==> config.mk <==
export PLATFORM = sky130hd
export DESIGN_NAME = ahb_buf_top
export DESIGN_NICKNAME = d
export VERILOG_FILES = /design/src/design/ahb_buf_pkg.sv /design/src/design/ahb_buf_top.sv /design/src/design/ahb_swc.sv /design/src/design/rd_merge.sv /design/src/design/word_store.sv /design/src/design/wr_buffer.sv
export SDC_FILE = /design/constraint.sdc
export NUM_CORES = 1
export LEC_CHECK = 0
export BUFFER_PORTS_ARGS = -buffer_cell sky130_fd_sc_hd__buf_2
export CAP_MARGIN = 25
export CORE_MARGIN = 2
export CORE_UTILIZATION = 64
export CTS_CLUSTER_DIAMETER = 50
export DETAILED_ROUTE_END_ITERATION = 8
export HOLD_SLACK_MARGIN = 0.06
export PLACE_DENSITY = 0.88
export SLEW_MARGIN = 10
export SYNTH_ARGS = -nofsm -noshare
export SYNTH_HDL_FRONTEND = slang
export SYNTH_HIERARCHICAL = 1
export SYNTH_SLANG_ARGS = --single-unit
==> constraint.sdc <==
create_clock -name hclk -period 6.3 [get_ports hclk]
set_input_delay 1.26 -clock hclk [delete_from_list [all_inputs] [get_ports hclk]]
set_output_delay 1.26 -clock hclk [all_outputs]
set_load 0.005 [all_outputs]
==> src/design/ahb_buf_pkg.sv <==
package ahb_buf_pkg;

	// bus widths
	localparam int data_w = 32;
	localparam int addr_w = 32;

	// storage array geometry
	localparam int store_words = 16;
	localparam int word_idx_w  = 4;

	// posted-write buffer geometry
	localparam int buf_depth = 4;
	localparam int buf_ptr_w = 2;

	// array decodes from here upward, one word per 4 bytes
	localparam logic [addr_w-1:0] store_base = 32'h0000_0000;

	// htrans codes
	localparam logic [1:0] htrans_idle   = 2'b00;
	localparam logic [1:0] htrans_busy   = 2'b01;
	localparam logic [1:0] htrans_nonseq = 2'b10;
	localparam logic [1:0] htrans_seq    = 2'b11;

	// only 32-bit transfers are supported
	localparam logic [2:0] hsize_word = 3'b010;

	typedef logic [data_w-1:0]     bus_word_t;
	typedef logic [addr_w-1:0]     bus_addr_t;
	typedef logic [word_idx_w-1:0] word_idx_t;

	// slave controller states
	// err1/err2 are the two cycles of the AHB error response
	typedef enum logic [2:0] {
		st_idle,
		st_read,
		st_write,
		st_err1,
		st_err2
	} swc_state_t;

endpackage

==> src/design/ahb_buf_top.sv <==
`timescale 1ns/1ps

module ahb_buf_top (
	input  logic                   hclk,
	input  logic                   hrstn,
	input  ahb_buf_pkg::bus_addr_t haddr,
	input  logic                   hwrite,
	input  logic [1:0]             htrans,
	input  logic [2:0]             hsize,
	// accepted, not used
	input  logic [3:0]             hprot,
	input  logic                   hmastlock,
	input  ahb_buf_pkg::bus_word_t hwdata,
	output ahb_buf_pkg::bus_word_t hrdata,
	output logic                   hready,
	output logic                   hresp
);

	import ahb_buf_pkg::*;

	// controller to buffer
	logic      wreq;
	word_idx_t wbuffidx;
	bus_word_t wbuffdata;
	logic      buf_full;

	// read path
	logic      rreq;
	word_idx_t rbuffidx;
	bus_word_t rbuffdata;
	bus_word_t store_rdata;
	logic      fwd_hit;
	bus_word_t fwd_data;

	// buffer drain into array
	logic      st_we;
	word_idx_t st_widx;
	bus_word_t st_wdata;

	ahb_swc i_swc (
		.hclk      (hclk),
		.hrstn     (hrstn),
		.haddr     (haddr),
		.hwrite    (hwrite),
		.htrans    (htrans),
		.hsize     (hsize),
		.hwdata    (hwdata),
		.hrdata    (hrdata),
		.hready    (hready),
		.hresp     (hresp),
		.buf_full  (buf_full),
		.wreq      (wreq),
		.wbuffidx  (wbuffidx),
		.wbuffdata (wbuffdata),
		.rreq      (rreq),
		.rbuffidx  (rbuffidx),
		.rbuffdata (rbuffdata)
	);

	wr_buffer i_wbuf (
		.hclk      (hclk),
		.hrstn     (hrstn),
		.wreq      (wreq),
		.wbuffidx  (wbuffidx),
		.wbuffdata (wbuffdata),
		.buf_full  (buf_full),
		.st_we     (st_we),
		.st_widx   (st_widx),
		.st_wdata  (st_wdata),
		.rbuffidx  (rbuffidx),
		.fwd_hit   (fwd_hit),
		.fwd_data  (fwd_data)
	);

	word_store i_store (
		.hclk        (hclk),
		.hrstn       (hrstn),
		.st_we       (st_we),
		.st_widx     (st_widx),
		.st_wdata    (st_wdata),
		.rbuffidx    (rbuffidx),
		.store_rdata (store_rdata)
	);

	rd_merge i_merge (
		.rreq        (rreq),
		.fwd_hit     (fwd_hit),
		.fwd_data    (fwd_data),
		.store_rdata (store_rdata),
		.rbuffdata   (rbuffdata)
	);

endmodule

==> src/design/ahb_swc.sv <==
`timescale 1ns/1ps

module ahb_swc (
	input  logic                  hclk,
	input  logic                  hrstn,
	// ahb-lite slave side
	input  ahb_buf_pkg::bus_addr_t haddr,
	input  logic                  hwrite,
	input  logic [1:0]            htrans,
	input  logic [2:0]            hsize,
	input  ahb_buf_pkg::bus_word_t hwdata,
	output ahb_buf_pkg::bus_word_t hrdata,
	output logic                  hready,
	output logic                  hresp,
	// write buffer side
	input  logic                  buf_full,
	output logic                  wreq,
	output ahb_buf_pkg::word_idx_t wbuffidx,
	output ahb_buf_pkg::bus_word_t wbuffdata,
	// read side
	output logic                  rreq,
	output ahb_buf_pkg::word_idx_t rbuffidx,
	input  ahb_buf_pkg::bus_word_t rbuffdata
);

	import ahb_buf_pkg::*;

	swc_state_t state_q;
	swc_state_t state_d;
	// state the current address phase asks for
	swc_state_t phase_next;

	bus_addr_t addr_off;
	logic      addr_ok;
	logic      size_ok;
	logic      addr_accept;
	word_idx_t addr_idx;
	// word index of the transfer now in its data phase
	word_idx_t idx_q;

	// address decode, relative to array base
	assign addr_off = haddr - store_base;
	assign addr_ok  = (addr_off < bus_addr_t'(store_words * 4));
	assign size_ok  = (hsize == hsize_word);
	assign addr_idx = addr_off[word_idx_w+1:2];

	// decode of whatever the master presents this cycle
	always_comb begin
		phase_next = st_idle;
		case (htrans)
			htrans_nonseq,
			htrans_seq: begin
				// seq handled just like nonseq
				if (!addr_ok || !size_ok)
					phase_next = st_err1;
				else if (hwrite)
					phase_next = st_write;
				else
					phase_next = st_read;
			end
			htrans_idle,
			htrans_busy: begin
				// busy counts as idle
				phase_next = st_idle;
			end
		endcase
	end

	// address phase only taken while hready high
	always_comb begin
		state_d = state_q;
		case (state_q)
			st_err1: begin
				// hready low here, address phase held off
				state_d = st_err2;
			end
			st_write: begin
				// full buffer stretches the write data phase
				if (!buf_full)
					state_d = phase_next;
			end
			default: begin
				state_d = phase_next;
			end
		endcase
	end

	always_ff @(posedge hclk) begin
		if (!hrstn) begin
			state_q <= st_idle;
		end else begin
			state_q <= state_d;
		end
	end

	// good read or write seen in an accepted address phase
	assign addr_accept = hready && ((phase_next == st_read) || (phase_next == st_write));

	// index kept for the data phase
	always_ff @(posedge hclk) begin
		if (addr_accept)
			idx_q <= addr_idx;
	end

	// wait only on a full buffer or first error cycle
	assign hready = !(((state_q == st_write) && buf_full) || (state_q == st_err1));
	assign hresp  = (state_q == st_err1) || (state_q == st_err2);

	// push goes out the cycle hwdata is valid
	assign wreq      = (state_q == st_write) && !buf_full;
	assign wbuffidx  = idx_q;
	assign wbuffdata = hwdata;

	// read data phase, zero wait
	assign rreq     = (state_q == st_read);
	assign rbuffidx = idx_q;
	// merge already returns zero outside reads
	assign hrdata   = rbuffdata;

endmodule

==> src/design/rd_merge.sv <==
`timescale 1ns/1ps

module rd_merge (
	input  logic                   rreq,
	// from the write buffer lookup
	input  logic                   fwd_hit,
	input  ahb_buf_pkg::bus_word_t fwd_data,
	// from the storage array
	input  ahb_buf_pkg::bus_word_t store_rdata,
	output ahb_buf_pkg::bus_word_t rbuffdata
);

	// pending write is newer than the array copy
	// idle bus sees zero so hrdata stays quiet
	always_comb begin
		case ({rreq, fwd_hit})
			2'b11:   rbuffdata = fwd_data;
			2'b10:   rbuffdata = store_rdata;
			default: rbuffdata = '0;
		endcase
	end

endmodule

==> src/design/word_store.sv <==
`timescale 1ns/1ps

module word_store (
	input  logic                   hclk,
	input  logic                   hrstn,
	// write port, fed by the buffer drain
	input  logic                   st_we,
	input  ahb_buf_pkg::word_idx_t st_widx,
	input  ahb_buf_pkg::bus_word_t st_wdata,
	// async read port
	input  ahb_buf_pkg::word_idx_t rbuffidx,
	output ahb_buf_pkg::bus_word_t store_rdata
);

	import ahb_buf_pkg::*;

	bus_word_t mem [store_words];

	// whole array comes up zeroed
	always_ff @(posedge hclk) begin
		if (!hrstn) begin
			for (int i = 0; i < store_words; i++)
				mem[i] <= '0;
		end else if (st_we) begin
			mem[st_widx] <= st_wdata;
		end
	end

	// read in the same cycle as the index
	assign store_rdata = mem[rbuffidx];

endmodule

==> src/design/wr_buffer.sv <==
`timescale 1ns/1ps

module wr_buffer (
	input  logic                   hclk,
	input  logic                   hrstn,
	// push side from the controller
	input  logic                   wreq,
	input  ahb_buf_pkg::word_idx_t wbuffidx,
	input  ahb_buf_pkg::bus_word_t wbuffdata,
	output logic                   buf_full,
	// drain side into the array
	output logic                   st_we,
	output ahb_buf_pkg::word_idx_t st_widx,
	output ahb_buf_pkg::bus_word_t st_wdata,
	// forwarding lookup
	input  ahb_buf_pkg::word_idx_t rbuffidx,
	output logic                   fwd_hit,
	output ahb_buf_pkg::bus_word_t fwd_data
);

	import ahb_buf_pkg::*;

	// entry storage, index and data side by side
	word_idx_t idx_mem  [buf_depth];
	bus_word_t data_mem [buf_depth];

	logic [buf_ptr_w-1:0] wr_ptr;
	logic [buf_ptr_w-1:0] rd_ptr;
	// one extra bit so full and empty differ
	logic [buf_ptr_w:0]   count;

	logic push;
	logic pop;

	assign push = wreq;
	// drain every cycle there is something
	assign pop  = (count != '0);

	assign buf_full = (count == (buf_ptr_w + 1)'(buf_depth));

	// head of queue straight to the array
	assign st_we    = pop;
	assign st_widx  = idx_mem[rd_ptr];
	assign st_wdata = data_mem[rd_ptr];

	// entry payload
	always_ff @(posedge hclk) begin
		if (push) begin
			idx_mem[wr_ptr]  <= wbuffidx;
			data_mem[wr_ptr] <= wbuffdata;
		end
	end

	// pointers and occupancy
	always_ff @(posedge hclk) begin
		if (!hrstn) begin
			wr_ptr <= '0;
			rd_ptr <= '0;
			count  <= '0;
		end else begin
			if (push)
				wr_ptr <= wr_ptr + 1'b1;
			if (pop)
				rd_ptr <= rd_ptr + 1'b1;
			case ({push, pop})
				2'b10:   count <= count + 1'b1;
				2'b01:   count <= count - 1'b1;
				default: count <= count;
			endcase
		end
	end

	// youngest matching entry wins
	// walk oldest to youngest, later hits overwrite earlier ones
	// head being drained this cycle still counts
	always_comb begin
		logic [buf_ptr_w-1:0] slot;
		fwd_hit  = 1'b0;
		fwd_data = '0;
		for (int i = 0; i < buf_depth; i++) begin
			slot = rd_ptr + buf_ptr_w'(i);
			if ((i < int'(count)) && (idx_mem[slot] == rbuffidx)) begin
				fwd_hit  = 1'b1;
				fwd_data = data_mem[slot];
			end
		end
	end

endmodule

==> results of run 1 <==
layout make-up:
cell class	count	area [um^2]	share of cell area
flip-flops and latches	672	20100	0.549
multi-input cells	1336	12400	0.340
clock buffers	87	1810	0.0496
repair buffers	160	1100	0.0301
well taps	688	861	0.0236
clock inverters	21	245	0.00671
inverters	5	18.8	0.000514
diodes	3	7.51	0.000205
registers in the layout, indices dropped and copies added (netlist names), named ones only:
register and cells:
i_store/mem 512, i_wbuf/data_mem 128, i_wbuf/idx_mem 16, i_swc/rbuffidx 4, i_swc/state_q 3, i_wbuf/count 3
i_wbuf/rd_ptr 2, i_wbuf/wr_ptr 2
Yosys cell counts, drive strengths merged (4+ instances only):
library cell	instances	share of area
ha	9	0.0033
nor2b	36	0.0067
clkbuf	133	0.015
edfxtp	660	0.59
inv	5	0.00056
xor2	9	0.0023
a22oi	64	0.014
nand2	103	0.011
nor3	5	0.0013
a21oi	35	0.0052
and2	522	0.097
nand3	34	0.0050
nor2	50	0.0078
or3	4	0.00074
mux2i	66	0.020
a221oi	32	0.014
nand2b	8	0.0015
nor4	8	0.0029
mux2	33	0.011
buf	126	0.027
dfxtp	12	0.0071
mux4	208	0.14
xnor2	10	0.0026
o21ai	82	0.012
path summary, 6_finish.rpt:
kind / from / cells after the start / end
setup / recovery: i_wbuf/rd_ptr[1] / 11 / hrdata[23]
hold / removal: i_swc/state_q[0] / 1 / i_swc/state_q[2]
hold reg to reg: i_swc/state_q[0] / 1 / i_swc/state_q[2]
setup reg to reg: i_wbuf/count[0] / 7 / i_store/mem[8][9]
worst max-delay path, stage by stage (launching register included):
cell,delay [ns]
dfxtp_4,0.90
mux4_2,0.62
xor2_1,0.19
nor4_4,0.31
buf_4,0.31
o21bai_2,0.18
buf_4,0.43
a21oi_1,0.11
a221oi_2,0.34
mux2i_1,0.14
nor2b_1,0.28
buf_2,0.17
power by group:
part / total (mW) / internal [mW] / switching [mW] / leakage (nW)
clock network: 3.84 / 2.23 / 1.62 / 0.997
registers: 5.49 / 5.29 / 0.200 / 6.73
logic: 2.61 / 0.959 / 1.65 / 4.87
total: 11.9 / 8.47 / 3.47 / 12.6
layer usage:
layer,part of all wire,vias to the layer above,global-route usage
li1,-,8399,-
met1,0.33,10154,0.370
met2,0.51,1372,0.507
met3,0.12,244,0.0687
met4,0.035,4,0.148
met5,0.00033,-,0
cells by family (layout without fill, tap and decap cells):
group,after synthesis,after routing,share of synthesized area
AO/OA/AOI/OAI,216,216,0.0464
XOR/XNOR,19,19,0.00494
adder cells (fa/ha/maj),9,9,0.00334
buffers and inverters,264,273,0.0425
flip-flops,672,672,0.595
multiplexers,307,307,0.170
other,0,3,0
AND/OR/NAND/NOR,785,785,0.138
==> flow_summary.json, run 1 <==
{
  "final_cell_area_um2": 36500,
  "design_power_total_mw": 11.9,
  "numPortBuffers": 102,
  "ys_ff_latch": 672,
  "routed_wirelength_um": 81500,
  "dp_hpwl_um": 46600,
  "drt_iter0_markers": 3228,
  "wl_per_cell_um": 27.4,
  "die_x_um": 233,
  "root_buffer": "clkbuf_16",
  "dp_cells": 2853,
  "initial_core_util": 0.644,
  "drive_above_1_share": 0.264,
  "io_pins": 111,
  "pre_cts_ws_ns": 0.916,
  "vias": 20173,
  "syn_area_um2": 33700,
  "drc": 0,
  "cts.sinks": 672,
  "crit_required_ns": 5.04,
  "postLayoutCoreUtil": 0.698,
  "core_um2": 52300,
  "power_density_nw_per_um2": 327,
  "cp.arrival_ns": 4.61,
  "gp_congestion": 0.831,
  "slew_viol_final": 0,
  "dr.pass1.iters": 6,
  "final_common_cell": "edfxtp_1",
  "clock_skew_ns": 0.0277,
  "postCtsSetupBuffers": 0,
  "setup_tns_ns": 0,
  "timing.final.crit_share": 0.932,
  "synth_edf_count": 660,
  "place_area_um2": 34300,
  "slew_headroom": 0.283,
  "hold_buffers": 0,
  "via_per_inst": 6.79,
  "clock_path_buffers": 3,
  "outcome": "finished, final reports clean",
  "setup_violations": 0,
  "setup_slack_ns": 0.426,
  "grt_antenna_before_repair": 3,
  "avgSynthCellArea_um2": 14.8,
  "die_height_um": 233,
  "critPathKind": "reg2out",
  "grt_max_degree": 130,
  "gr-total-overflow": 0,
  "grt_pass1_wl_um": 121000,
  "max_cap_violations": 0,
  "area_growth_pct": 8.46,
  "yosysWarningCount": 6,
  "tightestPinTransition_ns": 1.08,
  "cts_resized": 0,
  "clock.fmax_ghz": 0.170,
  "r2r_slack_ns": 2.40,
  "rsz0062_at_grt": "false",
  "ant_nets": 0,
  "synthesis.nets": 2358,
  "path_max_fanout": 78,
  "grt_use_total": 0.301,
  "htreeDepth": 3,
  "nets": 2327,
  "first_global_vias": 21089,
  "whs_ns": 0.579,
  "stdcell_count": 2972,
  "synth-main-ff-cell": "edfxtp_1",
  "post-route-min-period_ns": 5.87,
  "clkTransAtPathRegs_ns": 0.06,
  "cp-end-kind": "output pin",
  "cts-buffers-inserted": 66,
  "std_cell_rows": 84,
  "ys_seq_area_frac": 0.595,
  "clkLatencyLatePin_ns": 0.62,
  "hp-class": "reg2reg",
  "fill_cells": 3080,
  "start_kind": "flip-flop",
  "yosysUniqueCellTypes": 44,
  "dieArea_um2": 54500,
  "peakVddDrop_uv": 345,
  "cts_tree": "done",
  "p_leak_nw": 12.6,
  "final_cell_mix": "edfxtp_1, and2_1, mux4_2",
  "async_reset_ff_frac": 0,
  "synth_cells": 2272,
  "finalHoldViolations": 0
}
Power figures use the tool's default switching activity.
==> run 2, diff against run 1 <==
--- a/config.mk
+++ b/config.mk
@@ -10,3 +10,3 @@
 export CORE_MARGIN = 2
-export CORE_UTILIZATION = 64
+export CORE_UTILIZATION = 34
 export CTS_CLUSTER_DIAMETER = 50
@@ -14,3 +14,3 @@
 export HOLD_SLACK_MARGIN = 0.06
-export PLACE_DENSITY = 0.88
+export PLACE_DENSITY = 0.55
 export SLEW_MARGIN = 10
==> constraint.sdc (replaced) <==
create_clock -name hclk -period 6.3 [get_ports hclk]
set_input_delay 0.63 -clock hclk [delete_from_list [all_inputs] [get_ports hclk]]
set_output_delay 0.63 -clock hclk [all_outputs]
set_load 0.005 [all_outputs]
==> flow_summary.json, run 2 (same netlist as run 1, synthesis figures left out) <==
{
  "largest_reg_flops": 512,
  "clkTransAtPathRegs_ns": 0.06,
  "grt_pass1_wl_um": 132000,
  "die_x_um": 319,
  "tightestPinTransition_ns": 1.07,
  "whs_ns": 0.185,
  "grt_max_degree": 129,
  "cp.arrival_ns": 4.47,
  "cts_resized": 0,
  "gr-total-overflow": 0,
  "drc": 0,
  "crit_required_ns": 5.67,
  "diodes": 0,
  "path_cells": "mux4_2 -> xor2_1 -> nor4_4 -> or3_2 -> buf_4 -> nor2_2 -> a221oi_2 -> mux2i_1 -> nor2b_1 -> buf_2",
  "place_area_um2": 35200,
  "cts.sinks": 672,
  "final_common_cell": "edfxtp_1",
  "clock.fmax_ghz": 0.196,
  "slew_viol_final": 0,
  "numPortBuffers": 102,
  "io_pins": 111,
  "final_cell_area_um2": 37700,
  "finalHoldViolations": 0,
  "postCtsSetupBuffers": 0,
  "setup_violations": 0,
  "ant_nets": 0,
  "nets": 2333,
  "rsz0062_at_grt": "false",
  "area_growth_pct": 11.8,
  "dp_hpwl_um": 52800,
  "slowest_stage": "dfxtp_4",
  "grt_antenna_before_repair": 1,
  "clock_path_buffers": 3,
  "drt_iter0_markers": 1551,
  "fill_cells": 9089,
  "outcome": "finished, final reports clean",
  "dieArea_um2": 102000,
  "drive_above_1_share": 0.267,
  "final_cell_mix": "edfxtp_1, and2_1, mux4_2",
  "std_cell_rows": 115,
  "htreeDepth": 3,
  "hp-class": "in2reg",
  "cp-end-kind": "output pin",
  "crit_family": "simple AND/OR/NAND/NOR gates",
  "core_um2": 98300,
  "power_density_nw_per_um2": 329,
  "first_global_vias": 20500,
  "wl_per_cell_um": 24.5,
  "routed_wirelength_um": 87900,
  "setup_tns_ns": 0,
  "max_stage_delay_ns": 0.74,
  "root_buffer": "clkbuf_16",
  "gp_congestion": 0.769,
  "hold_buffers": 0,
  "design_power_total_mw": 12.4,
  "initial_core_util": 0.343,
  "p_leak_nw": 12.8,
  "vias": 19201,
  "grt_use_total": 0.175,
  "start_kind": "flip-flop",
  "via_per_inst": 5.35,
  "top_regs": "i_store/mem x512, i_wbuf/data_mem x128, i_wbuf/idx_mem x16",
  "dr.pass1.iters": 5,
  "critPathBufInv": 2,
  "clkLatencyLatePin_ns": 0.63,
  "clock_skew_ns": 0.0259,
  "cts-buffers-inserted": 75,
  "path_max_fanout": 58,
  "cts_tree": "done",
  "max_cap_violations": 0,
  "regMostFlops": "i_store/mem",
  "slew_headroom": 0.284,
  "post-route-min-period_ns": 5.10,
  "peakVddDrop_uv": 216,
  "critPathKind": "reg2out",
  "timing.final.crit_share": 0.809,
  "die_height_um": 319
}
-- run 2: cell types whose count changed in the layout (fill, tap and decap cells not counted), sizes merged --
cell      delta
clkinv      +16
clkbuf       +6
inv          +4
buf          -3
diode        -3
clkinvlp     -2
bufinv       +1
-- run 2: layer usage --
| layer | vias up | global-route usage | share of wire |
|---|---|---|---|
| met5 | - | 0 | 0 |
| met4 | 0 | 0.0498 | 0.023 |
| met3 | 136 | 0.0262 | 0.053 |
| met2 | 573 | 0.305 | 0.51 |
| met1 | 10066 | 0.224 | 0.42 |
| li1 | 8426 | - | - |
-- run 2: report_power, final --
group	total, mW	internal (mW)	switching [mW]
clock network	4.31	2.52	1.78
registers	5.50	5.29	0.211
logic	2.58	0.961	1.61
total	12.4	8.77	3.61
-- run 2: per-stage QoR --
stage               setup slack (ns)  std cells  utilization
finish                          1.20       3590        0.383
global route                   0.869       3590        0.383
CTS                             1.09       3586        0.382
detailed placement              1.78       3453        0.358
global placement                1.81       3449        0.357
floorplan                       2.07       2272            -
-- run 2: area by class of cell --
| cell class | count | area (um^2) | share of cell area |
|---|---|---|---|
| Tap cell | 1287 | 1610 | 0.0427 |
| Timing Repair Buffer | 157 | 1080 | 0.0286 |
| Clock inverter | 40 | 404 | 0.0107 |
| Sequential cell | 672 | 20100 | 0.533 |
| Inverter | 5 | 18.8 | 0.000498 |
| Multi-Input combinational cell | 1336 | 12500 | 0.332 |
| Clock buffer | 93 | 2010 | 0.0533 |
-- run 2: worst paths after layout --
kind | startpoint | to | slack (ns) | cells after the start
setup reg to reg | flip-flop | i_store/mem[12][18] | 1.89 | 7
setup / recovery | i_wbuf/rd_ptr[1] | hrdata[29] | 1.20 | 10
hold / removal | haddr[2] | i_swc/rbuffidx[0] | 0.18 | 1
hold reg to reg | i_wbuf/wr_ptr[1] | i_wbuf/wr_ptr[1] | 0.57 | 2
